[src/memOrder_config.svh]
`ifndef MEMORDER_CONFIG_SVH
`define MEMORDER_CONFIG_SVH

// Number of load buffer entries, kept a power of two
`define LB_SIZE 8

// Width of both the instruction and the load sequence numbers
`define SQN_BITS 6

// Depth of the word-addressed data ROM
`define ROM_WORDS 256

// Every address at or above this base belongs to the memory-mapped I/O region
`define MMIO_BASE 32'hFF00_0000

`endif

[src/memOrderPkg.sv]
`include "memOrder_config.svh"

package memOrderPkg;

    // Sequence numbers wrap, so age is always compared by signed difference
    typedef logic [`SQN_BITS-1:0] SqN;

    typedef enum logic {
        LOAD,
        STORE
    } MemOpcode;

    // Phases of the four-phase handshake at the operation port
    typedef enum logic [1:0] {
        IDLE,
        BUSY,
        RELEASE
    } HandshakeState;

    // ROM port arbitration between early and late loads
    typedef enum logic {
        FREE,
        LATE_PENDING
    } ArbState;

    // Operation as presented by the requester, size is byte, half or word
    typedef struct packed {
        MemOpcode    opcode;
        logic [31:0] base;
        logic [31:0] offset;
        logic [1:0]  size;
        logic        signExtend;
        SqN          sqN;
        SqN          loadSqN;
        logic [31:0] pc;
    } MemOp;

    typedef struct packed {
        logic        valid;
        MemOpcode    opcode;
        logic [31:0] addr;
        logic [1:0]  size;
        logic        signExtend;
        SqN          sqN;
        SqN          loadSqN;
        logic [31:0] pc;
        logic        isMMIO;
    } AguUop;

    typedef struct packed {
        logic        valid;
        logic [31:0] addr;
        logic [1:0]  size;
        logic        signExtend;
        SqN          sqN;
        SqN          loadSqN;
        logic        isMMIO;
    } LdUop;

    typedef struct packed {
        logic        valid;
        SqN          sqN;
        logic [31:0] data;
    } LdResult;

    // Restart request, sqN and loadSqN are those of the store that caused it
    typedef struct packed {
        logic        taken;
        SqN          sqN;
        SqN          loadSqN;
        logic [31:0] dstPC;
    } Redirect;

endpackage

[src/addrGenUnit.sv]
`timescale 1ns/10ps
`include "memOrder_config.svh"

module addrGenUnit import memOrderPkg::*; (
    input  logic  clk,
    input  logic  rst,
    input  logic  opReq,
    output logic  opAck,
    input  MemOp  op,
    output AguUop agLoad,
    output AguUop agStore
);

    HandshakeState state;
    MemOp          opReg;
    logic [31:0]   addr;
    AguUop         uop;

    // The handshake FSM accepts in IDLE, emits the micro-op in BUSY and
    // then waits in RELEASE until the requester withdraws its request
    always_ff @(posedge clk) begin
        if (rst) begin
            state <= IDLE;
        end else begin
            case (state)
                IDLE: begin
                    if (opReq) begin
                        state <= BUSY;
                    end
                end
                BUSY: begin
                    state <= RELEASE;
                end
                RELEASE: begin
                    if (!opReq) begin
                        state <= IDLE;
                    end
                end
                default: begin
                    state <= IDLE;
                end
            endcase
        end
    end

    // The operation is captured once, on the edge that starts the handshake
    always_ff @(posedge clk) begin
        if (state == IDLE && opReq) begin
            opReg <= op;
        end
    end

    // Ack comes up with the micro-op and stays until req has fallen
    assign opAck = (state != IDLE);

    assign addr = opReg.base + opReg.offset;

    always_comb begin
        uop.valid      = (state == BUSY);
        uop.opcode     = opReg.opcode;
        uop.addr       = addr;
        uop.size       = opReg.size;
        uop.signExtend = opReg.signExtend;
        uop.sqN        = opReg.sqN;
        uop.loadSqN    = opReg.loadSqN;
        uop.pc         = opReg.pc;
        uop.isMMIO     = (addr >= `MMIO_BASE);

        // Steer the single micro-op to the port matching its opcode
        agLoad         = uop;
        agLoad.valid   = uop.valid && (opReg.opcode == LOAD);
        agStore        = uop;
        agStore.valid  = uop.valid && (opReg.opcode == STORE);
    end

    // The buffer relies on seeing at most one new operation per cycle
    assert property (@(posedge clk) disable iff (rst)
        !(agLoad.valid && agStore.valid));

endmodule

[config.mk]
export PLATFORM = sky130hd
export DESIGN_NAME = addrGenUnit
export DESIGN_NICKNAME = d
export VERILOG_FILES = /design/src/memOrderPkg.sv /design/src/addrGenUnit.sv
export VERILOG_INCLUDE_DIRS = /design/src
export SDC_FILE = /design/constraint.sdc
export NUM_CORES = 1
export LEC_CHECK = 0
export ABC_CLOCK_PERIOD_IN_PS = 14900
export BUFFER_PORTS_ARGS = -buffer_cell sky130_fd_sc_hd__buf_2
export CELL_PAD_IN_SITES_DETAIL_PLACEMENT = 0
export CELL_PAD_IN_SITES_GLOBAL_PLACEMENT = 1
export CORE_AREA = 4 4 134 136
export DETAILED_ROUTE_END_ITERATION = 8
export DIE_AREA = 0 0 138 140
export HOLD_SLACK_MARGIN = 0.08
export PLACE_DENSITY_LB_ADDON = 0.1
export SETUP_SLACK_MARGIN = 0.4
export SLEW_MARGIN = 20
export SYNTH_ARGS = -nofsm -noshare
export SYNTH_HDL_FRONTEND = slang
export SYNTH_SLANG_ARGS = --single-unit
[constraint.sdc]
create_clock -name clk -period 14.9 [get_ports clk]
set_input_delay 2.98 -clock clk [delete_from_list [all_inputs] [get_ports clk]]
set_output_delay 2.98 -clock clk [all_outputs]
set_load 0.02 [all_outputs]
; Word level (Yosys, flattened, before mapping)
; Index checks and enable logic that the tools add are counted.
; W data, S select, Z words.
[word_totals]
register_bits = 114
output_inout_bits = 165
wordCells = 25
[op_classes]
add_sub_neg = 1
magnitude_cmp = 1
n_eq_ne = 4
mux = 3
n_bitwise = 1
n_reduce_logical = 6
[op_table]
columns = op, count
row1 = $add A32 B32 Y32, 1
row2 = $ge A32 B32 Y1 const B, 1
row3 = $pmux W2 S3, 1
row4 = $mux W2, 2
row5 = $ne A2 B2 Y1 const B, 2
row6 = $logic_and A1 B1 Y1, 3
row7 = $eq A2 B1 Y1 const B, 1
row8 = $eq A2 B2 Y1 const B, 1
row9 = $logic_not A2 Y1, 1
row10 = $reduce_and A2 Y1, 1
row11 = $reduce_bool A2 Y1, 1
row12 = $not A1 Y1, 1

; Longest topological paths before layout
; Gate-level depths: netlist (run 1).
[depth]
ltp_word = 3
mapped_depth = 12

; Least setup slack after synthesis (run 1)
; Ideal clock, no wire load.
[synth_timing]
kind = input port to flip-flop
from = in opReq
to = reg opReg, in the netlist agLoad[10] (enable)
arrival_time_ns = 7.654
t_required_ns = 14.316
path_slack_ns = 6.661
stages = 2
path_buffers = 0
path_cell_list = inv_1 -> nor2_1
[synth_between]
elab_chain_cells = 1
[synth_lines]
columns = element, line_no
row1 = start: declaration, addrGenUnit.sv:7  ; input logic opReq,
row2 = $logic_and A1 B1 Y1, addrGenUnit.sv:48  ; if (state == IDLE && opReq) begin
row3 = end signal: assignment, addrGenUnit.sv:49  ; opReg <= op;
row4 = end: declaration, addrGenUnit.sv:15  ; MemOp opReg;
; No other way between the ends.
; A chain may end at the register's enable or synchronous reset.

==> results of run 1 <==
final cells by class:
| type | count | share of cell area (%) |
|---|---|---|
| Clock inverter | 15 | 2.049 |
| Clock buffer | 17 | 5.530 |
| Tap cell | 225 | 3.660 |
| Timing Repair Buffer | 280 | 18.25 |
| Sequential cell | 114 | 44.24 |
| Inverter | 14 | 0.6831 |
| Multi-Input combinational cell | 267 | 25.59 |
layout by cell type, fill, tap and decap left out, types with 4 or more instances in the layout:
master     instances
o211ai_1           5
xor2_1             8
clkinv_4           4
o21ai_1            4
clkbuf_16         17
and3_1             5
ha_1              31
a21o_1            13
nand2_1           19
xnor2_1           17
o21ai_0           11
edfxtp_1         112
a211oi_1           4
buf_2            279
nand2b_1           7
nor2b_1            6
a21oi_1           34
a31oi_1            6
inv_6              4
o31ai_1            4
inv_1             14
nand3_1           12
nor2_1            23
routing by layer:
metal  global-route usage [%]  vias up  part of all wire (%)
met5                        0        -                  0.18
met4                    4.576        4                   1.2
met3                    5.463       17                   7.4
met2                    25.49      178                    49
met1                    18.48     2049                    42
li1                         -     2141                     -
worst paths after layout:
check | from | end | slack, ps | cells past startpoint
min reg2reg | state[1] | state[1] | 500 | 2
max reg2reg | state[1] | opReg[84] | 12190 | 3
min | state[1] | state[1] | 500 | 2
max | opReg[47] | agStore[0] | 8520 | 12
power by group:
part	leakage, nW	internal, mW	switching (mW)
combinational	1.99	0.0987	0.191
sequential	1.09	0.380	0.00756
clock	0.280	0.247	0.152
total	3.36	0.725	0.351
logic make-up (layout without fill, tap and decap cells):
| kind of cell | after synthesis | after routing | synth area share [%] |
|---|---|---|---|
| AO/OA/AOI/OAI | 109 | 109 | 12.24 |
| XOR/XNOR | 25 | 25 | 3.406 |
| adder cells (fa/ha/maj) | 32 | 32 | 6.345 |
| buffers and inverters | 152 | 326 | 16.56 |
| flip-flops | 114 | 114 | 52.94 |
| multiplexers | 3 | 3 | 0.4671 |
| AND/OR/NAND/NOR | 98 | 98 | 8.038 |
critical path: cells and delay by family (launching register included):
| family | cells | cell delay [ps] |
|---|---|---|
| DFF | 1 | 330 |
| and+or+nand+nor | 3 | 570 |
| adders and majority gates | 2 | 580 |
| xor gates and xnor gates | 1 | 270 |
| AOI/OAI and AO/OA | 4 | 1020 |
| buffers and inverters | 2 | 230 |
state kept, by name, indices dropped and copies added, names as in the netlist:
register	cells
agLoad	48
opReg	64
state	2
metrics by stage:
stage               setup slack [ps]  cells  power, mW  hold WS [ps]  instance area [um2]
detailed placement              8904    900     0.6882         490.5                 7109
finish                          8518    932      1.077         500.3                 7692
floorplan                       6661    533     0.6381         460.1                 6429
global route                    8182    932      1.131         556.4                 7692
CTS                             8441    932      1.092         496.7                 7692
global placement                8968    900     0.6891         472.2                 7109
==> impl_metrics.yaml, run 1 <==
cts:
  cts.htree.levels: 4
  post_cts_buffers: 0
  cts-buffers-inserted: 17
  root_buffer: "clkbuf_16"
  clockBufferDepth: 2
  postCtsHoldBufs: 0
  cts_sinks: 114
  cts_resized: 0
  cts_tree: "built"
  insertion_delay_ps: 410
  cts.reportedPaths.clkPinSlew_ps: 60
die:
  num_rows: 48
  start_util_pct: 37.96
  dieArea_um2: 19320
  io_pins: 280
  die_height_um: 140
  dieWidth_um: 138
  coreArea_um2: 16940
worst_setup_path:
  cp.arrival_ps: 3400
  worstPathRequired_ps: 11920
  crit_path_end_kind: "output pin"
  cp-start-kind: "flop"
  crit_type: "flop to output pin"
  path_max_fanout: 4
  worstPathCellList: "ha_1 > inv_1 > fa_1 > nand2b_1 > a21oi_1 > o21ai_0 > a41oi_2 > a31oi_1 > xnor2_1 > and3_1 > and4_1 > buf_2"
  crit_slowest_cell: "a41oi_2"
  cp_slowest_stage_delay_ps: 410
cells_and_area:
  regArea_um2: 3403
  fin_util_pct: 45.42
  drive_above_1_share_pct: 46.82
  fin_nets: 841
  fill_cells: 1618
  multiInputGateArea_um2: 1968
  syn_to_final_growth_pct: 19.66
  n_antenna_cell: 0
routing:
  drt-pass1-iter-count: 6
  drt_iter0_drc: 236
  ant_nets: 0
  wirelength_um: 14820
  drc: 0
  wl_per_cell_um: 15.90
  num_vias: 4389
  viasPerCell: 4.709
pwr:
  p_leak_nw: 3.358
  p_per_area_nw_per_um2: 140.0
  ir_worst_vdd_mv: 0.07354
synthesis:
  yosys_register_bits: 114
  ys.flop_type: "edfxtp_1"
  synthCells: 533
  syn_area_um2: 6429
  ys_seq_area_share_pct: 52.94
  synth.distinct_cells: 63
  synth_commonest_cells: "buf_4, edfxtp_1, a21oi_1, ha_1, nor2_1"
  yosysMostFrequentCell: "buf_4"
  synth-warning-count: 0
  syn-num-nets: 680
  ys_async_sr_fraction_pct: 0
  avgSynthCellArea_um2: 12.06
  synth-edff-count: 112
  yosysTopAreaCellShare_pct: 52.32
  synthTopCellsByArea: "edfxtp_1, buf_4, ha_1"
  synth.largest_area_cell: "edfxtp_1"
global_route:
  grt_overflow: 0
  antenna_found_initial: 2
  grt_max_degree: 79
  track_usage_pct: 15.20
  grt_first_pass_wirelength_um: 23430
  grt_pass1_vias: 4551
timing:
  max_freq_mhz: 156.7
  worstMarginPinSlew_ps: 975.3
  final.period_utilization_pct: 42.83
  skew_ps: 8.163
  rsz0062_at_grt: "false"
  hold_violations: 0
  relSlewSlack_pct: 34.98
  setup_violations: 0
  setup_tns_ps: 0
  drv_slew: 0
  post-route-min-period_ps: 6382
placed_design:
  place_hpwl_um: 11670
  gp_congestion: 0.7671
  port_buffers: 279
run_status:
  outcome: "complete, no violations"
min_path:
  timing.hold.worst.class: "flop to flop"
flow_run:
  maxCapViolations: 0
(Power assumes the default switching activity.)
==> run 2: changes to the inputs <==
--- a/config.mk
+++ b/config.mk
@@ -6,13 +6,13 @@
 export SDC_FILE = /design/constraint.sdc
 export NUM_CORES = 1
 export LEC_CHECK = 0
-export ABC_CLOCK_PERIOD_IN_PS = 14900
+export ABC_CLOCK_PERIOD_IN_PS = 5350
 export BUFFER_PORTS_ARGS = -buffer_cell sky130_fd_sc_hd__buf_2
 export CELL_PAD_IN_SITES_DETAIL_PLACEMENT = 0
 export CELL_PAD_IN_SITES_GLOBAL_PLACEMENT = 1
-export CORE_AREA = 4 4 134 136
+export CORE_AREA = 4 4 145 147
 export DETAILED_ROUTE_END_ITERATION = 8
-export DIE_AREA = 0 0 138 140
+export DIE_AREA = 0 0 149 151
 export HOLD_SLACK_MARGIN = 0.08
 export PLACE_DENSITY_LB_ADDON = 0.1
 export SETUP_SLACK_MARGIN = 0.4
==> constraint.sdc (replaced) <==
create_clock -name clk -period 5.35 [get_ports clk]
set_input_delay 1.07 -clock clk [delete_from_list [all_inputs] [get_ports clk]]
set_output_delay 1.07 -clock clk [all_outputs]
set_load 0.02 [all_outputs]
==> run 2 against run 1 <==
Compared with the run above:
- clock skew rose by 8.3 ps
- clock power increased to 3.1 times the previous value
- register-to-register slack worse by 8900 ps
- utilization is 6.1 points lower
- flip-flop and latch count is the same
- largest cell class unchanged
- clock-buffer cell count grew 1
- cell count rose by 4.9%
- final area is 1.6% higher
- critical path type unchanged
- total power increased to 2.9 times the previous value
- first-iteration DRC count grew 3.4%
- die area up 16%
- critical path depth did not move
==> impl_metrics.yaml, run 2 (synthesis results as in run 1) <==
pwr:
  ir_worst_vdd_mv: 0.1933
  p_per_area_nw_per_um2: 398.0
  total_power_mw: 3.112
  p_leak_nw: 3.385
worst_setup_path:
  worstPathCellList: "ha_1 > inv_1 > fa_1 > nand2b_1 > a21oi_1 > o21ai_0 > a41oi_2 > a31oi_1 > xnor2_1 > and3_1 > and4_1 > buf_2"
  cp.arrival_ps: 3360
  cp-startpoint: "opReg[79]"
  r2r-start: "state[1]"
  crit_slowest_cell: "fa_1"
  worstPathRequired_ps: 4280
  path_max_fanout: 4
  crit_path_end_kind: "output pin"
  cp-start-kind: "flop"
  cp_slowest_stage_delay_ps: 390
  reg2reg_slack_ps: 3270
  crit_type: "flop to output pin"
cts:
  cts_resized: 0
  cts-buffers-inserted: 17
  root_buffer: "clkbuf_16"
  clockBufferDepth: 2
  cts_tree: "built"
  insertion_delay_ps: 410
  cts_sinks: 114
  cts.htree.levels: 4
  cts.reportedPaths.clkPinSlew_ps: 60
  post_cts_buffers: 0
  postCtsHoldBufs: 0
routing:
  wirelength_um: 15720
  wl_per_cell_um: 16.08
  drt_iter0_drc: 244
  viasPerCell: 4.524
  num_vias: 4424
  drt-pass1-iter-count: 4
  ant_nets: 0
  drc: 0
global_route:
  grt_overflow: 0
  track_usage_pct: 13.99
  grt_max_degree: 52
  grt_first_pass_wirelength_um: 24160
  antenna_found_initial: 0
  grt_pass1_vias: 4530
flow_run:
  maxCapViolations: 0
cells_and_area:
  layout_commonest_cell: "buf_2"
  fin_nets: 842
  fin_cells: 978
  drive_above_1_share_pct: 47.03
  n_antenna_cell: 0
  fin_util_pct: 39.27
  syn_to_final_growth_pct: 21.62
  largest_register_ffs: 64
  layout_common_cells: "buf_2, edfxtp_1, a21oi_1"
  regMostFlops: "opReg"
timing:
  relSlewSlack_pct: 62.06
  skew_ps: 16.44
  layout_setup_ws_ps: 920.8
  hold_violations: 0
  rsz0062_at_grt: "false"
  setup_tns_ps: 0
  post-route-min-period_ps: 4429
  setup_violations: 0
  worstMarginPinSlew_ps: 569.1
  drv_slew: 0
  max_freq_mhz: 225.8
  final.period_utilization_pct: 82.79
placed_design:
  gp_congestion: 0.8260
  place_hpwl_um: 12310
  port_buffers: 279
  placed_cells: 946
  pre_cts_ws_ps: 1293
die:
  dieArea_um2: 22500
  num_rows: 52
  coreArea_um2: 19910
  dieWidth_um: 149
  io_pins: 280
  die_height_um: 151
  start_util_pct: 32.29
min_path:
  min_from: "state[1]"
  timing.hold.worst.class: "flop to flop"
run_status:
  outcome: "complete, no violations"
[run 2: worst paths after layout]
check               end  cells after the start
min            state[1]                      2
min reg2reg    state[1]                      2
max           agLoad[0]                     12
max reg2reg  opReg[108]                      3
[run 2: report_power, final]
part / total, mW / leakage, nW / internal [mW] / switching, mW
sequential: 1.08 / 1.09 / 1.06 / 0.0219
clock: 1.22 / 0.298 / 0.786 / 0.430
combinational: 0.818 / 2.00 / 0.278 / 0.541
total: 3.11 / 3.39 / 2.12 / 0.992
[run 2: per-stage QoR]
stage / area, um2 / hold slack, ps
finish: 7819 / 494.1
global route: 7819 / 538.2
CTS: 7819 / 500.5
detailed placement: 7186 / 489.3
global placement: 7186 / 473.4
floorplan: 6431 / 460.1
[run 2: area by class of cell]
cell class	count	area, um2
clock buffers	18	429.2
well taps	270	337.8
clock inverters	14	203.9
multi-input cells	267	1968
repair buffers	281	1424
fillers	2023	12090
flip-flops and latches	114	3403
inverters	14	52.55
[run 2: metal layers]
layer | track usage [%] | wire [um] | vias to the layer above
met5 | 0 | 0 | -
met4 | 4.119 | 162 | 0
met3 | 4.937 | 1219 | 8
met2 | 22.74 | 7630 | 196
met1 | 17.65 | 6711 | 2068
li1 | - | - | 2152
[run 2: critical path, delay by kind of cell, from the launching register on]
family | cells | cell delay, ps
AO/OA/AOI/OAI | 4 | 940
AND/OR/NAND/NOR | 3 | 610
adder cells (fa/ha/maj) | 2 | 590
flip-flops | 1 | 330
buffers and inverters | 2 | 240
XOR/XNOR | 1 | 230
==> run 3: changes to the inputs <==
--- a/config.mk
+++ b/config.mk
@@ -6,7 +6,7 @@
 export SDC_FILE = /design/constraint.sdc
 export NUM_CORES = 1
 export LEC_CHECK = 0
-export ABC_CLOCK_PERIOD_IN_PS = 5350
+export ABC_CLOCK_PERIOD_IN_PS = 4000
 export BUFFER_PORTS_ARGS = -buffer_cell sky130_fd_sc_hd__buf_2
 export CELL_PAD_IN_SITES_DETAIL_PLACEMENT = 0
 export CELL_PAD_IN_SITES_GLOBAL_PLACEMENT = 1
==> constraint.sdc (replaced) <==
create_clock -name clk -period 4 [get_ports clk]
set_input_delay 0.8 -clock clk [delete_from_list [all_inputs] [get_ports clk]]
set_output_delay 0.8 -clock clk [all_outputs]
set_load 0.02 [all_outputs]
==> run 3 against run 2 <==
Compared with the run above:
- hold slack improved by 2.1 ps
- flip-flop and latch count unchanged
- critical path depth decreased by 2
- clock power increased by 24%
- first-iteration DRC count decreased by 36%
- non-clock buffer count increased by 38
- cell count increased by 3.9%
- die area unchanged
- clock-buffer cell count decreased by 1
- register-to-register slack got worse by 1200 ps
- critical path type unchanged
- highest routed layer is now met5
==> impl_metrics.yaml, run 3 (synthesis results as in run 1) <==
run_status:
  outcome: "complete, no violations"
cells_and_area:
  fin_nets: 880
  layout_commonest_cell: "buf_2"
  largest_register_ffs: 64
  drive_above_1_share_pct: 59.65
  fin_cells: 1016
  regMostFlops: "opReg"
  fill_cells: 1918
  final_area_um2: 8765
  n_antenna_cell: 0
  layout_common_cells: "buf_2, edfxtp_1, buf_4"
  syn_to_final_growth_pct: 36.34
  fin_util_pct: 44.02
timing:
  skew_ps: 9.613
  drv_slew: 0
  rsz0062_at_grt: "true"
  setup_violations: 0
  max_freq_mhz: 263.7
  final.period_utilization_pct: 94.81
  relSlewSlack_pct: 34.72
  worstMarginPinSlew_ps: 979.2
  setup_tns_ps: 0
  hold_violations: 0
  post-route-min-period_ps: 3792
cts:
  postCtsHoldBufs: 0
  cts_tree: "built"
  cts_sinks: 114
  cts.htree.levels: 4
  root_buffer: "clkbuf_16"
  insertion_delay_ps: 410
  clockBufferDepth: 2
  cts.reportedPaths.clkPinSlew_ps: 70
  cts-buffers-inserted: 17
pwr:
  p_per_area_nw_per_um2: 493.8
  p_leak_nw: 3.691
  ir_worst_vdd_mv: 0.2597
  total_power_mw: 4.328
global_route:
  grt_first_pass_wirelength_um: 24980
  antenna_found_initial: 1
  track_usage_pct: 14.37
  grt_max_degree: 77
  grt_pass1_vias: 4721
  grt_overflow: 0
die:
  dieWidth_um: 149
  dieArea_um2: 22500
  die_height_um: 151
  num_rows: 52
  coreArea_um2: 19910
  start_util_pct: 32.29
  io_pins: 280
routing:
  wl_per_cell_um: 16.40
  ant_nets: 0
  drc: 0
  num_vias: 4585
  drt-pass1-iter-count: 6
  wirelength_um: 16660
  viasPerCell: 4.513
  drt_iter0_drc: 155
worst_setup_path:
  cp_slowest_stage_delay_ps: 420
  path_max_fanout: 7
  crit_slowest_cell: "edfxtp_1"
  timing.critical_path.mode_cell: "and3_4"
  worstPathCellList: "ha_4 > and3_4 > and3_4 > o2111ai_4 > a211o_1 > a211oi_2 > a311o_2 > o31a_1 > and4_4 > buf_6"
  worstPathRequired_ps: 3200
  cp.arrival_ps: 2990
  crit_path_end_kind: "output pin"
  crit_type: "flop to output pin"
  cp-start-kind: "flop"
placed_design:
  gp_congestion: 0.7905
  port_buffers: 279
  place_hpwl_um: 12540
  place_area_um2: 7227
  placed_cells: 950
flow_run:
  maxCapViolations: 0
min_path:
  timing.hold.worst.class: "flop to flop"
-- run 3: changes by cell type in the layout (fill, tap and decap cells not counted), sizes merged --
cell | before | now
bufinv | 4 | 1
clkinv | 4 | 2
clkbuf | 18 | 17
clkinvlp | 3 | 2
inv | 17 | 24
buf | 281 | 319
-- run 3: through the flow --
step / worst slack (ps) / hold slack [ps]
floorplan: 430.6 / 460.1
global placement: 238.8 / 473.7
detailed placement: 144.6 / 480.5
CTS: 213.1 / 494.7
global route: 45.28 / 523.8
finish: 207.6 / 496.2
-- run 3: critical path, delay by kind of cell (launching register included) --
family | cells | cell delay [ps]
compound gates | 5 | 1030
fa+ha+maj | 1 | 340
buf+inv | 1 | 120
flops | 1 | 420
simple gates | 3 | 670
-- run 3: area by class of cell --
type	instances	area (um2)	area share [%]
well taps	270	337.8	3.854
repair buffers	319	1813	20.69
clock buffers	17	425.4	4.854
multi-input cells	267	2572	29.35
clock inverters	15	160.2	1.827
flip-flops and latches	114	3403	38.83
inverters	14	52.55	0.5996
-- run 3: path summary, 6_finish.rpt --
kind | from | end | slack [ps] | cells past startpoint
setup / recovery | opReg[61] | agLoad[0] | 210 | 10
hold / removal | state[1] | state[1] | 500 | 2
setup reg to reg | state[1] | opReg[77] | 2060 | 3
hold reg to reg | state[1] | state[1] | 500 | 2
-- run 3: per-layer routing --
metal  vias to the layer above  share of wire, %  GRT usage (%)  wire [um]
li1                       2222                 -              -          -
met3                        11               7.5          5.206       1245
met4                         2              0.97          3.844        162
met5                         -             0.042              0          7
met2                       172                49          23.63       8240
met1                      2178                42          17.98       7004
-- run 3: report_power, final --
| part | switching (mW) | internal, mW | leakage (nW) |
|---|---|---|---|
| Combinational | 0.810 | 0.558 | 2.32 |
| Sequential | 0.0405 | 1.41 | 1.09 |
| Clock | 0.621 | 0.884 | 0.284 |
| Total | 1.47 | 2.86 | 3.69 |
-- run 3: repair_timing --
item,4_1_cts,5_1_grt
gates resized for setup,82,56
endpoints found under the setup margin,32,30
pin swaps,38,31
buffers inserted,25,9
