===== config.mk =====
export PLATFORM = sky130hd
export DESIGN_NAME = loadBuffer
export DESIGN_NICKNAME = d
export VERILOG_FILES = /design/src/memOrderPkg.sv /design/src/loadBuffer.sv
export VERILOG_INCLUDE_DIRS = /design/src
export SDC_FILE = /design/constraint.sdc
export NUM_CORES = 1
export LEC_CHECK = 0
export ABC_AREA = 0
export BUFFER_PORTS_ARGS = -buffer_cell sky130_fd_sc_hd__buf_2
export CAP_MARGIN = 20
export CORE_MARGIN = 1
export CORE_UTILIZATION = 43
export DETAILED_ROUTE_END_ITERATION = 8
export PLACE_DENSITY = 0.65
export SKIP_CTS_REPAIR_TIMING = 1
export SLEW_MARGIN = 5
export SYNTH_ARGS = -nofsm -noshare
export SYNTH_HDL_FRONTEND = slang
export SYNTH_SLANG_ARGS = --single-unit

===== constraint.sdc =====
create_clock -name clk -period 10.2 [get_ports clk]
set_input_delay 1.02 -clock clk [delete_from_list [all_inputs] [get_ports clk]]
set_output_delay 1.02 -clock clk [all_outputs]
set_load 0.1 [all_outputs]

===== src/memOrder_config.svh =====
`ifndef MEMORDER_CONFIG_SVH
`define MEMORDER_CONFIG_SVH

// Number of load buffer entries, kept a power of two
`define LB_SIZE 8

// Width of both the instruction and the load sequence numbers
`define SQN_BITS 6

// Depth of the word-addressed data ROM
`define ROM_WORDS 256

// Every address at or above this base belongs to the memory-mapped I/O region
`define MMIO_BASE 32'hFF00_0000

`endif


===== src/memOrderPkg.sv =====
`include "memOrder_config.svh"

package memOrderPkg;

    // Sequence numbers wrap, so age is always compared by signed difference
    typedef logic [`SQN_BITS-1:0] SqN;

    typedef enum logic {
        LOAD,
        STORE
    } MemOpcode;

    // Phases of the four-phase handshake at the operation port
    typedef enum logic [1:0] {
        IDLE,
        BUSY,
        RELEASE
    } HandshakeState;

    // ROM port arbitration between early and late loads
    typedef enum logic {
        FREE,
        LATE_PENDING
    } ArbState;

    // Operation as presented by the requester, size is byte, half or word
    typedef struct packed {
        MemOpcode    opcode;
        logic [31:0] base;
        logic [31:0] offset;
        logic [1:0]  size;
        logic        signExtend;
        SqN          sqN;
        SqN          loadSqN;
        logic [31:0] pc;
    } MemOp;

    typedef struct packed {
        logic        valid;
        MemOpcode    opcode;
        logic [31:0] addr;
        logic [1:0]  size;
        logic        signExtend;
        SqN          sqN;
        SqN          loadSqN;
        logic [31:0] pc;
        logic        isMMIO;
    } AguUop;

    typedef struct packed {
        logic        valid;
        logic [31:0] addr;
        logic [1:0]  size;
        logic        signExtend;
        SqN          sqN;
        SqN          loadSqN;
        logic        isMMIO;
    } LdUop;

    typedef struct packed {
        logic        valid;
        SqN          sqN;
        logic [31:0] data;
    } LdResult;

    // Restart request, sqN and loadSqN are those of the store that caused it
    typedef struct packed {
        logic        taken;
        SqN          sqN;
        SqN          loadSqN;
        logic [31:0] dstPC;
    } Redirect;

endpackage


===== src/loadBuffer.sv =====
`timescale 1ns/10ps
`include "memOrder_config.svh"

module loadBuffer import memOrderPkg::*; #(
    parameter int NUM_ENTRIES = `LB_SIZE
) (
    input  logic    clk,
    input  logic    rst,
    input  SqN      commitSqN,
    input  AguUop   agLoad,
    input  AguUop   agStore,
    input  logic    stall,
    input  Redirect branch,
    output LdUop    earlyLd,
    output LdUop    lateLd,
    output Redirect redirect,
    output SqN      maxLoadSqN
);

    localparam int IDX_BITS = $clog2(NUM_ENTRIES);
    localparam int TAG_BITS = `SQN_BITS - IDX_BITS;

    // The low load sequence bits are the entry index, only the rest is stored
    typedef struct packed {
        SqN                  sqN;
        logic [TAG_BITS-1:0] highLdSqN;
        logic [1:0]          size;
        logic [31:0]         addr;
        logic                signExtend;
        logic                isMMIO;
        logic                issued;
        logic                valid;
    } LbEntry;

    if ((1 << IDX_BITS) != NUM_ENTRIES) begin : gDepthCheck
        $error("loadBuffer NUM_ENTRIES must be a power of two");
    end

    LbEntry              entries [NUM_ENTRIES];
    SqN                  baseIndex;
    logic [IDX_BITS-1:0] deqIndex;
    logic [IDX_BITS-1:0] insIndex;
    logic [IDX_BITS-1:0] retireIdx;
    logic                delayLoad;
    logic                isCollision;
    logic                issueLate;
    logic                loadKept;
    logic                storeKept;
    logic                retireRun;
    logic [3:0]          retireMask;
    logic [2:0]          retireCount;

    // Byte lanes touched by an access of the given size within its word
    function automatic logic [3:0] laneMask(logic [1:0] offs, logic [1:0] size);
        case (size)
            2'd0:    return 4'b0001 << offs;
            2'd1:    return 4'b0011 << {offs[1], 1'b0};
            default: return 4'b1111;
        endcase
    endfunction

    function automatic logic overlaps(logic [31:0] ldAddr, logic [1:0] ldSize,
                                      logic [31:0] stAddr, logic [1:0] stSize);
        logic sameWord;
        sameWord = (ldAddr[31:2] == stAddr[31:2]);
        return sameWord && |(laneMask(ldAddr[1:0], ldSize) & laneMask(stAddr[1:0], stSize));
    endfunction

    assign deqIndex = baseIndex[IDX_BITS-1:0];
    assign insIndex = agLoad.loadSqN[IDX_BITS-1:0];

    // Anything flushed by a redirect in this same cycle is not recorded
    assign loadKept  = agLoad.valid &&
                       (!branch.taken || $signed(agLoad.sqN - branch.sqN) <= 0);
    assign storeKept = agStore.valid &&
                       (!branch.taken || $signed(agStore.sqN - branch.sqN) <= 0);

    // Early path. MMIO loads must wait for commit, and a load hit by an older
    // store of the same cycle would read stale data, so both go late
    always_comb begin
        delayLoad = agLoad.isMMIO;
        if (agStore.valid && $signed(agStore.loadSqN - agLoad.loadSqN) <= 0 &&
            overlaps(agLoad.addr, agLoad.size, agStore.addr, agStore.size)) begin
            delayLoad = 1'b1;
        end

        earlyLd.valid      = agLoad.valid && !delayLoad;
        earlyLd.addr       = agLoad.addr;
        earlyLd.size       = agLoad.size;
        earlyLd.signExtend = agLoad.signExtend;
        earlyLd.sqN        = agLoad.sqN;
        earlyLd.loadSqN    = agLoad.loadSqN;
        earlyLd.isMMIO     = agLoad.isMMIO;
    end

    // A store that hits an issued load which is younger than itself means
    // that load read memory too early
    always_comb begin
        isCollision = 1'b0;
        for (int i = 0; i < NUM_ENTRIES; i++) begin
            if (entries[i].valid && entries[i].issued &&
                $signed(agStore.loadSqN - {entries[i].highLdSqN, IDX_BITS'(i)}) <= 0 &&
                overlaps(entries[i].addr, entries[i].size, agStore.addr, agStore.size)) begin
                isCollision = 1'b1;
            end
        end
    end

    // Only the head may go late, MMIO ones once they are next to commit
    assign issueLate = !branch.taken && !lateLd.valid &&
                       entries[deqIndex].valid && !entries[deqIndex].issued &&
                       (!entries[deqIndex].isMMIO || commitSqN == entries[deqIndex].sqN);

    // Up to four consecutive committed entries from the head leave per cycle
    always_comb begin
        retireMask  = '0;
        retireCount = '0;
        retireRun   = 1'b1;
        retireIdx   = deqIndex;
        for (int i = 0; i < 4; i++) begin
            retireIdx = deqIndex + IDX_BITS'(i);
            if (retireRun && entries[retireIdx].valid && entries[retireIdx].issued &&
                $signed(commitSqN - entries[retireIdx].sqN) > 0) begin
                retireMask[i] = 1'b1;
                retireCount   = retireCount + 3'd1;
            end else begin
                retireRun = 1'b0;
            end
        end
    end

    always_ff @(posedge clk) begin
        if (rst) begin
            for (int i = 0; i < NUM_ENTRIES; i++) begin
                entries[i].valid <= 1'b0;
            end
            baseIndex      <= '0;
            maxLoadSqN     <= SqN'(NUM_ENTRIES - 1);
            lateLd.valid   <= 1'b0;
            redirect.taken <= 1'b0;
        end else begin
            // The late load is consumed on any cycle the execution unit is not stalling
            if (!stall) begin
                lateLd.valid <= 1'b0;
            end
            redirect.taken <= 1'b0;

            if (branch.taken) begin
                for (int i = 0; i < NUM_ENTRIES; i++) begin
                    if ($signed(entries[i].sqN - branch.sqN) > 0) begin
                        entries[i].valid <= 1'b0;
                    end
                end
                if ($signed(lateLd.sqN - branch.sqN) > 0) begin
                    lateLd.valid <= 1'b0;
                end
            end else if (issueLate) begin
                lateLd.valid            <= 1'b1;
                lateLd.addr             <= entries[deqIndex].addr;
                lateLd.size             <= entries[deqIndex].size;
                lateLd.signExtend       <= entries[deqIndex].signExtend;
                lateLd.sqN              <= entries[deqIndex].sqN;
                lateLd.loadSqN          <= {entries[deqIndex].highLdSqN, deqIndex};
                lateLd.isMMIO           <= entries[deqIndex].isMMIO;
                entries[deqIndex].issued <= 1'b1;
            end else begin
                for (int i = 0; i < 4; i++) begin
                    if (retireMask[i]) begin
                        entries[deqIndex + IDX_BITS'(i)].valid <= 1'b0;
                    end
                end
                baseIndex <= baseIndex + SqN'(retireCount);
            end

            if (loadKept) begin
                entries[insIndex] <= '{
                    sqN:        agLoad.sqN,
                    highLdSqN:  agLoad.loadSqN[`SQN_BITS-1:IDX_BITS],
                    size:       agLoad.size,
                    addr:       agLoad.addr,
                    signExtend: agLoad.signExtend,
                    isMMIO:     agLoad.isMMIO,
                    issued:     !delayLoad,
                    valid:      1'b1
                };
            end

            // Restart right after the store, its fetch state is all we keep
            if (storeKept && isCollision) begin
                redirect.taken   <= 1'b1;
                redirect.sqN     <= agStore.sqN;
                redirect.loadSqN <= agStore.loadSqN;
                redirect.dstPC   <= agStore.pc + 32'd4;
            end

            // Lags the head pointer by one cycle
            maxLoadSqN <= baseIndex + SqN'(NUM_ENTRIES - 1);
        end
    end

    // A freshly issued late load leaves a live entry marked issued behind it
    assert property (@(posedge clk) disable iff (rst)
        $rose(lateLd.valid) |-> entries[lateLd.loadSqN[IDX_BITS-1:0]].valid &&
                                entries[lateLd.loadSqN[IDX_BITS-1:0]].issued);

endmodule


== Yosys cells after proc, flatten, opt, wreduce, memory -nomap -nowiden ==
Memories as Yosys holds them, arrays and structs flattened. A register that Yosys moved wholly into a read port is not among the register bits.
Index checks and enable logic that the tools add are counted.

* Register bits after elaboration: 106
* Memory bits (writable): 376
* Bits in read-only memories: 0
* Word-level logic and storage cells: 336
* Memories: 1
* Bits in latches: 0
* Bits of input ports: 218

{| class="wikitable"
|+ Memories
! name !! words !! bits a word !! rd ports !! clocked after Yosys merged registers in !! write ports !! RTL line !! source
|-
| entries || 8 || 47 || 12 || 1 || 9 || loadBuffer.sv:39 || <nowiki>LbEntry entries [NUM_ENTRIES];</nowiki>
|}

* $lt $le $gt $ge: 24
* Multipliers: 0
* Div/mod/pow operators: 0
* Muxes and demuxes: 117
* $add $sub $neg: 33
* Equal/unequal tests: 20
* Shift-type cells: 20
* Reduce and logical (&&, ||, !) cells: 88
* Bitwise gates (word level): 20

{| class="wikitable"
|+ Operator list
! kind !! number
|-
| $eq 30x30->1 || 9
|-
| $mux 47 || 4
|-
| $reduce_or 47->1 || 4
|-
| $sub 6x6->6 || 24
|-
| $mux 1 || 88
|-
| $pmux 4 s2 || 10
|-
| $gt 6x1->1 const B || 13
|-
| $le 6x1->1 const B || 11
|-
| $logic_and 1x1->1 || 54
|-
| $mux 49 || 1
|-
| $mux 45 || 1
|-
| $shl 1x2->4 const A || 10
|-
| $shl 2x2->4 const A || 10
|-
| $and 4x4->4 || 9
|-
| $reduce_or 4->1 || 9
|-
| $add 32x3->32 const B || 1
|-
| $mux 3 || 10
|-
| $eq 2x1->1 const B || 10
|-
| $logic_not 2->1 || 10
|-
| $add 3x1->3 const B || 4
|-
| $or 1x1->1 || 8
|-
| $add 3x2->3 const B || 2
|-
| $add 6x3->6 || 1
|-
| $add 6x3->6 const B || 1
|-
| 7 further kinds || 18
|}

== Depth between registers and ports, before layout ==
Gate-level depths: netlist of the first run.

* Depth after elaboration: 23
* Gate-level depth with buffers: 30
* Mapped depth without buffers: 27

== Least setup slack after synthesis of the first run ==
OpenSTA, ideal clock, no wires.

* Path type: input to register
* Start: in branch[39] (netlist name)
* End: mem entries[0][1] (netlist name)
* Cell stages on the path: 10
* Setup time: 0.335 ns
* Data required time: 9.865 ns
* Path slack: 2.558 ns
* Data arrival time: 7.307 ns
* Cells stage by stage: inv_1 -> ha_1 -> nor2b_1 -> o21ai_0 -> and2_1 -> mux2_2 -> a22oi_1 -> o221a_2 -> nor4_1 -> mux2i_1

{| class="wikitable"
|+ RTL lines
! element !! RTL line !! source
|-
| start, declared || loadBuffer.sv:13 || <nowiki>input Redirect branch,</nowiki>
|-
| end, declared || loadBuffer.sv:39 ||
|}

== Worst setup path after layout of the first run ==
* Start: reg baseIndex[0]
* End: reg baseIndex[5]

* Cells in the longest elaborated chain, start to end: 15
* Elaborated cells on any way between the ends: 27
* Those cells by class: add/sub (9); order compare (3); mux (5); reduce/logical (9); memory (1)

{| class="wikitable"
|+ RTL lines
! element !! RTL line !! source
|-
| start, declared || loadBuffer.sv:40 || <nowiki>SqN baseIndex;</nowiki>
|-
| start signal, assigned || loadBuffer.sv:172 || <nowiki>baseIndex <= baseIndex + SqN'(retireCount);</nowiki>
|-
| branches (longest 14 deep; another with $mem_v2 8x47) || n/a ||
|-
| $add 6x3->6 * || loadBuffer.sv:172 ||
|}

Every way passes the cells marked *.
A chain may end at the register's enable or synchronous reset.

==> results by group, run 1 <==
Worst setup path
  – Number of buffers and inverters on the critical path: 3
  – CP peak stage delay: about 0.65 ns
  – R2r startpoint: baseIndex[0]
  – Slowest CP cell: sky130_fd_sc_hd__buf_4
  – Nature of the critical path endpoint: flip-flop
  – Critical path start-end classification: reg -> reg
  – Most frequent cell on the critical path: sky130_fd_sc_hd__ha_1
  – Critical path's top delay family: adder cells
  – Crit-path max FO: 63
  – Startpoint types: flip-flop
  – Slack of the worst reg-to-reg path: between 3 and 4 ns
  – Data arrival time of the worst path: ~7.4 ns
  – Data required, critical path: ~11 ns
  – Worst reg2reg path endpoint: baseIndex[5]
  – Worst r2r path cells: 28

Job
  – Max capacitance violation total: 0

Synthesis
  – Per-instance average area after synthesis: roughly 14 µm²
  – Dominant cell type by area after synthesis: sky130_fd_sc_hd__edfxtp_1
  – Async set-or-reset flop fraction in the synthesized netlist: 0%
  – Mux contribution to synthesized area: about an eighth
  – Number of enable-type register cells in the synthesized netlist: 452
  – Synth Area in Simple Gates: 6.580%
  – Share of the synthesized area in compound gates (AO/OA/AOI/OAI): roughly 5.6%
  – Synthesized instance count: ~2000
  – Synth cell types: 64
  – Number of synthesized register bits: a little under 500
  – Main area contributors after synthesis: sky130_fd_sc_hd__edfxtp_1 (49%), sky130_fd_sc_hd__mux4_2 (10%), sky130_fd_sc_hd__xor2_1 (7.3%)
  – Post-synthesis instance area: about 28000 µm²
  – Combinational family with the most area after synthesis: multiplexers
  – Adder-cell area share of the yosys netlist: between 6 and 7%
  – Most repeated cell in the gate-level netlist after synthesis: sky130_fd_sc_hd__edfxtp_1
  – Xor/xnor cell area share of the yosys netlist: between 10% and 20%
  – Syn. warnings: 0
  – Syn_nets: between 2000 and 2500
  – Sequential fraction of the synthesis area: 51.34%
  – Most frequent cells after synthesis: sky130_fd_sc_hd__edfxtp_1 (452), sky130_fd_sc_hd__xor2_1 (230), sky130_fd_sc_hd__xnor2_1 (184), sky130_fd_sc_hd__mux4_2 (124), sky130_fd_sc_hd__ha_1 (113)
  – Most used DFF post-synth: sky130_fd_sc_hd__edfxtp_1
  – Yosys top cell area share: around 49%

STA
  – Slew at the pin closest to its max-slew limit: 1.056 ns
  – Total count of max-transition violations in the final report: 0
  – Fin crit period: roughly 6.9 ns
  – Relative slew slack: between 20% and 30%
  – Final critical-path share of the clock period: approximately 68%
  – Final count of negative-setup-slack endpoints: 0
  – Clk_skew: around 0.077 ns
  – Endpoints failing hold: 0
  – Max Clk Rate: roughly 0.14 GHz
  – Final total negative setup slack: 0 ns
  – Setup repair after global routing missed its margin: false
  – Tightest hold margin: roughly 0.55 ns

Floorplanning
  – Die width: 255.9 µm
  – Area of the core region: about 63000 µm²
  – Initial core utilization: 43.71%
  – Number of placement rows: approximately 90
  – Die height: roughly 260 µm
  – Boundary Pins: around 370
  – Area of the die: ~65000 µm²

Finish
  – Design Area, Final: between 30000 and 40000 µm²
  – Nets: 2604
  – Fill cell total of the finished layout: ~5500
  – Area grow syn2layout: 14.18%
  – Share of final-layout standard cells stronger than drive strength 1: between 20 and 30%

Routing
  – Total vias in the final route: 18240
  – Number of vias per cell after detailed routing: around 5.8
  – Average wire per cell in the routed design: 26.97 µm
  – Violation count after the first detailed-route iteration: about 1600
  – Aggregate routed wire length: ~85000 µm
  – DRC viols: 0
  – Iteration count of the initial detailed-routing pass: 6
  – Antenna Violating Nets Remaining: 0

Worst hold path
  – Beginning of the worst hold path: baseIndex[5]
  – Hold Path Stages: 2
  – WHS Endpoint: maxLoadSqN[5]
  – Hold Crit Class: reg -> reg

Clock tree
  – Clock tree from TritonCTS: yes
  – CTS Buf Count: 54
  – Root Buffer: sky130_fd_sc_hd__clkbuf_16
  – Clock latency of the later-clocked register in the worst-skew pair: approximately 0.67 ns
  – Number of H-tree levels: 2
  – Clock edge transition at the registers on the reported setup and hold paths: ~0.060 ns
  – Maximum clock path buffer count: 3
  – Total number of clock tree sinks: a little under 500

GRT
  – All-Layer GR Usage: around a quarter
  – GRT Residual Overflow: 0
  – Global-route wire length before repair: 124800 µm
  – Antenna violations before repair: 6
  – Via count of the first global-routing pass: between 15000 and 20000
  – Largest net degree at the start of global routing: 64

Placed design
  – Post-placement cell area: between 20000 and 30000 µm²
  – GP Congestion: slightly below 1
  – Total half-perimeter wirelength after legalization and detailed placement: between 60000 and 70000 µm
  – Number of I/O port buffers: between 200 and 300

Power and ir drop
  – Pleak: approximately 0.011 µW
  – Total power draw: around 4900 µW
  – Highest ir drop seen on vdd: ~0.00014 V
  – Ratio of total power to cell area: about 150 nW/µm²

Status
  – Run status: completed
==> per-stage QoR <==
| step | util (%) | std cells | setup WS, ns |
|---|---|---|---|
| after floorplan | - | 2023 | 2.558 |
| after global placement | 46.88 | 3044 | 3.353 |
| after detailed placement | 46.88 | 3044 | 3.295 |
| after CTS | 49.88 | 3139 | 3.210 |
| after global routing | 49.91 | 3140 | 2.688 |
| final | 49.91 | 3141 | 3.265 |
==> how the worst max path moves through the flow <==
| stage | from | to | slack (ns) | depth (start not counted) |
|---|---|---|---|---|
| 6_report | baseIndex[0] | baseIndex[5] | 3.27 | 28 |
| 5_1_grt | baseIndex[0] | baseIndex[5] | 2.69 | 28 |
| 4_1_cts | flip-flop | baseIndex[5] | 3.21 | 22 |
| 3_5_place_dp | flip-flop | baseIndex[5] | 3.30 | 22 |
| 3_3_place_gp | flip-flop | baseIndex[5] | 3.35 | 22 |
| 2_1_floorplan | branch[39] | entries[0][1] | 2.56 | 10 |
==> state kept, by name, indices dropped and copies added (netlist names), named ones only <==
register	cells
maxLoadSqN	6
baseIndex	6
lateLd	49
entries	376
redirect	45
==> report_power, final <==
group / switching (µW) / internal [µW] / leakage [µW]
logic: 370 / 186 / 0.00601
clock network: 857 / 1240 / 0.000897
registers: 29.5 / 2210 / 0.00435
==> tightest hold or removal path, cell delays in order, from the launching register on <==
cell                      delay, ns
sky130_fd_sc_hd__dfxtp_1       0.37
sky130_fd_sc_hd__xor2_1        0.08
sky130_fd_sc_hd__nor2_1        0.07
==> per-layer routing <==
| layer | up-vias | track usage (%) | share of wire, % |
|---|---|---|---|
| li1 | 8074 | - | - |
| met1 | 9213 | 33.47 | 40 |
| met2 | 774 | 43.24 | 49 |
| met3 | 173 | 3.694 | 6.8 |
| met4 | 6 | 10.41 | 4.1 |
| met5 | - | 0 | 0.040 |
==> logic make-up after synthesis <==
| kind of cell | count (synthesis) |
|---|---|
| multiplexers | 206 |
| AO/OA/AOI/OAI | 233 |
| buffers and inverters | 227 |
| flip-flops | 485 |
| AND/OR/NAND/NOR | 327 |
| XOR/XNOR | 414 |
| adder cells (fa/ha/maj) | 131 |
==> layout make-up <==
| cell class | instances | area [µm²] | share of cell area (%) |
|---|---|---|---|
| Antenna cell | 1 | 2.502 | 0.007905 |
| Inverter | 91 | 341.6 | 1.079 |
| Timing Repair Buffer | 312 | 1624 | 5.130 |
| Multi-Input combinational cell | 1311 | 12490 | 39.44 |
| Clock inverter | 34 | 513.0 | 1.620 |
| Clock buffer | 61 | 1388 | 4.383 |
| Tap cell | 846 | 1059 | 3.344 |
| Sequential cell | 485 | 14240 | 44.99 |
==> layout by cell type, fill, tap and decap left out, types with 18 or more instances in the layout <==
master	n
sky130_fd_sc_hd__buf_4	19
sky130_fd_sc_hd__xor2_1	230
sky130_fd_sc_hd__buf_2	292
sky130_fd_sc_hd__mux2_2	42
sky130_fd_sc_hd__nand2_1	43
sky130_fd_sc_hd__clkbuf_16	54
sky130_fd_sc_hd__a21oi_1	58
sky130_fd_sc_hd__nor2_1	42
sky130_fd_sc_hd__edfxtp_1	452
sky130_fd_sc_hd__xnor2_1	184
sky130_fd_sc_hd__o21ai_0	47
sky130_fd_sc_hd__a31oi_1	19
sky130_fd_sc_hd__nor2b_1	30
sky130_fd_sc_hd__ha_1	113
sky130_fd_sc_hd__mux2i_1	40
sky130_fd_sc_hd__nor4_1	53
sky130_fd_sc_hd__nand3_1	36
sky130_fd_sc_hd__a21o_1	29
sky130_fd_sc_hd__mux4_2	124
sky130_fd_sc_hd__dfxtp_1	29
sky130_fd_sc_hd__nand4_1	50
sky130_fd_sc_hd__inv_1	91
sky130_fd_sc_hd__fa_1	18
Power figures use the tool's default switching activity.
==> run 2, diff against run 1 <==
PLACE_DENSITY = 0.68   (was 0.65)
clock period = 6.1 ns   (was 10.2 ns; I/O delays follow)
==> run 2 against run 1 <==
  * Worst hold slack got worse by 0.38 ns
  * First-iteration DRC count rose by 16%
  * Final cell count rose by 1.2%
  * Largest cell class unchanged
  * Clock skew fell by 0.032 ns
  * Power rose by 61%
  * Combinational power rose by 69%
  * Global-route usage fell by 0.46 points
  * Setup slack got worse by 3.0 ns
  * Design area rose by 0.42%
  * Sequential share of layout area fell by 0.18 points
  * Register-to-register slack got worse by 3.0 ns
==> results by group, run 2 (synthesized netlist as in run 1, its figures left out) <==
Finish
  – Area grow syn2layout: 14.66%
  – Flip-flop count of the largest register, all copies and words added: 376 (unchanged)
  – Nets: 2635 (+1.2%)
  – Leading cell type in the layout, fill and taps excluded: sky130_fd_sc_hd__edfxtp_1
  – Share of final-layout standard cells stronger than drive strength 1: 26.36% (+0.86 points)
  – Regs by FF count: entries: 376 flops, lateLd: 49 flops, redirect: 45 flops
  – Most used cells in the layout excluding fill and tap cells: sky130_fd_sc_hd__edfxtp_1 (452), sky130_fd_sc_hd__buf_2 (292), sky130_fd_sc_hd__xor2_1 (230)
  – Post-Route Utilization: 50.12% (+0.21 points)
  – Register area: 14250 µm² (about the same)
  – Area of the multi-input gates: 12530 µm² (+0.33%)
  – Fill cell total of the finished layout: 5395 (-1.1%)
  – Design Area, Final: 31790 µm² (+0.42%)
  – Register containing the most flip-flops in the final layout: entries

STA
  – Final critical-path share of the clock period: 95.99% (+28 points)
  – Endpoints failing hold: 0 (unchanged)
  – Fin crit period: 5.855 ns (-1.079 ns)
  – Clk_skew: 0.04462 ns (-0.03230 ns)
  – Smallest setup slack after layout: 0.2448 ns (-3.021 ns)
  – Slew at the pin closest to its max-slew limit: 1.138 ns (+0.08174 ns)
  – Final total negative setup slack: 0 ns (unchanged)
  – Max Clk Rate: 0.1708 GHz (+18%)
  – Total count of max-transition violations in the final report: 0 (unchanged)
  – Relative slew slack: 24.12% (-5.4 points)
  – Final count of negative-setup-slack endpoints: 0 (unchanged)

Clock tree
  – Clock edge transition at the registers on the reported setup and hold paths: 0.06 ns (about the same)
  – Maximum clock path buffer count: 3 (unchanged)
  – Clock tree from TritonCTS: yes
  – Total number of clock tree sinks: 485 (unchanged)
  – CTS Buf Count: 54 (unchanged)
  – Root Buffer: sky130_fd_sc_hd__clkbuf_16
  – Clock latency of the later-clocked register in the worst-skew pair: 0.65 ns (-0.02 ns)
  – Number of H-tree levels: 2 (unchanged)

Placed design
  – Dpl ws: 0.2082 ns (-3.087 ns)
  – Post-placement cell area: 29940 µm² (+0.69%)
  – Total half-perimeter wirelength after legalization and detailed placement: 61540 µm (+1.6%)
  – GP Congestion: 0.9806 (+0.70%)
  – Number of I/O port buffers: 292 (unchanged)

Power and ir drop
  – Highest ir drop seen on vdd: 0.0002849 V (+100%)
  – Ratio of total power to cell area: 248.1 nW/µm² (+61%)
  – Internal power of the cells: 5799 µW (+59%)
  – Pleak: 0.01135 µW (+0.86%)
  – Seq pwr share: 47.5% (+1.7 points)
  – Net Sw Power: 2089 µW (+66%)
  – Clk pwr share: 40.6% (-2.2 points)
  – Comb pwr share: 11.9% (+0.5 points)
  – Switching part of the total: 26.48% (+0.80 points)

Worst setup path
  – Most frequent cell on the critical path: sky130_fd_sc_hd__ha_1
  – Slowest CP cell: sky130_fd_sc_hd__mux4_2
  – Data arrival time of the worst path: 6.35 ns (-1.05 ns)
  – Series of cell instances along the critical path: mux4_2 -> mux2_2 -> ha_1 -> fa_1 -> nor2b_2 -> nor2_1 -> o221ai_1 -> o31ai_1 -> a2111oi_4 -> and2_1 -> ha_2 -> nand2_1 -> o22ai_2 -> o31ai_2 -> or3b_4 -> xnor2_1 -> ha_1 -> o31a_1 -> ha_1 -> a21oi_1 -> nor2b_1 -> o2111ai_1 -> xor2_1 -> nor2_1
  – Crit-path max FO: 7 (-89%)
  – Critical path start-end classification: reg -> reg
  – Startpoint types: flip-flop
  – Nature of the critical path endpoint: flip-flop
  – Data required, critical path: 6.60 ns (-4.06 ns)
  – CP peak stage delay: 0.52 ns (-0.13 ns)

Worst hold path
  – Hold Crit Class: in -> reg

Routing
  – Violation count after the first detailed-route iteration: 1900 (+16%)
  – Iteration count of the initial detailed-routing pass: 5 (-1)
  – DRC viols: 0 (unchanged)
  – Average wire per cell in the routed design: 26.50 µm (-1.8%)
  – Number of vias per cell after detailed routing: 5.762 (-0.78%)
  – Antenna Violating Nets Remaining: 0 (unchanged)
  – Total vias in the final route: 18320 (+0.42%)
  – Aggregate routed wire length: 84230 µm (-0.59%)

Floorplanning
  – Number of placement rows: 92 (unchanged)
  – Area of the die: 65500 µm² (unchanged)
  – Boundary Pins: 367 (unchanged)
  – Die width: 255.9 µm (unchanged)
  – Die height: 255.9 µm (unchanged)
  – Initial core utilization: 43.71% (unchanged)
  – Area of the core region: 63430 µm² (unchanged)

GRT
  – GRT Residual Overflow: 0 (unchanged)
  – All-Layer GR Usage: 25.29% (-0.46 points)
  – Largest net degree at the start of global routing: 67 (+4.7%)
  – Antenna violations before repair: 8 (+2)
  – Global-route wire length before repair: 122700 µm (-1.7%)
  – Via count of the first global-routing pass: 18540 (-0.30%)

Status
  – Run status: completed

Job
  – Max capacitance violation total: 0 (unchanged)
run 2: changes by cell type in the layout (fill, tap and decap cells not counted), moves of 3 or more:
cell,change
sky130_fd_sc_hd__clkinv_1,+7
sky130_fd_sc_hd__clkinvlp_4,-4
sky130_fd_sc_hd__buf_4,+28
sky130_fd_sc_hd__clkbuf_1,+7
sky130_fd_sc_hd__diode_2,+3
sky130_fd_sc_hd__bufinv_16,-7
run 2: final cells by class:
class | instances | area share, %
Sequential cell | 485 | 44.81
Inverter | 91 | 1.074
Clock inverter | 31 | 0.9485
Timing Repair Buffer | 343 | 5.947
Multi-Input combinational cell | 1311 | 39.41
Antenna cell | 4 | 0.03149
Clock buffer | 68 | 4.447
Tap cell | 846 | 3.330
run 2: per-layer routing:
layer	wire, µm	track usage, %	vias up	share of wire [%]
li1	-	-	8129	-
met1	32670	32.41	9185	39
met2	42320	43.61	848	50
met3	6377	4.060	148	7.6
met4	2826	8.217	6	3.4
met5	43	0	-	0.051
run 2: power groups by stage:
stage | registers, µW | clock network, µW | logic, µW
finish | 3750 | 3200 | 938
global route | 3750 | 3360 | 996
CTS | 3750 | 3240 | 931
detailed placement | 3820 | 0 | 926
global placement | 3810 | 0 | 903
floorplan | 3810 | 0 | 624
run 2: stage by stage:
| stage | power (µW) | hold WS, ns | instances |
|---|---|---|---|
| finish | 7888 | 0.1709 | 3179 |
| CTS | 7922 | 0.1326 | 3166 |
| global placement | 4716 | 0.5208 | 3067 |
| global route | 8112 | 0.1442 | 3177 |
| floorplan | 4436 | 0.4632 | 2023 |
| detailed placement | 4744 | 0.5329 | 3067 |
run 2: critical path: cells and delay by family, from the launching register on:
family	cells	cell delay, ns
muxes	2	0.84
and+or+nand+nor	7	1.02
xor gates and xnor gates	2	0.32
DFF	1	0.42
AOI/OAI and AO/OA	8	1.67
adders and majority gates	5	1.43
run 2: final timing paths:
| path | start | endpoint | slack, ns | cells after the start |
|---|---|---|---|---|
| max | flip-flop | baseIndex[5] | 0.24 | 24 |
| min | agStore[2] | redirect[1] | 0.17 | 1 |
| max reg2reg | flip-flop | baseIndex[5] | 0.24 | 24 |
| min reg2reg | baseIndex[5] | maxLoadSqN[5] | 0.53 | 2 |
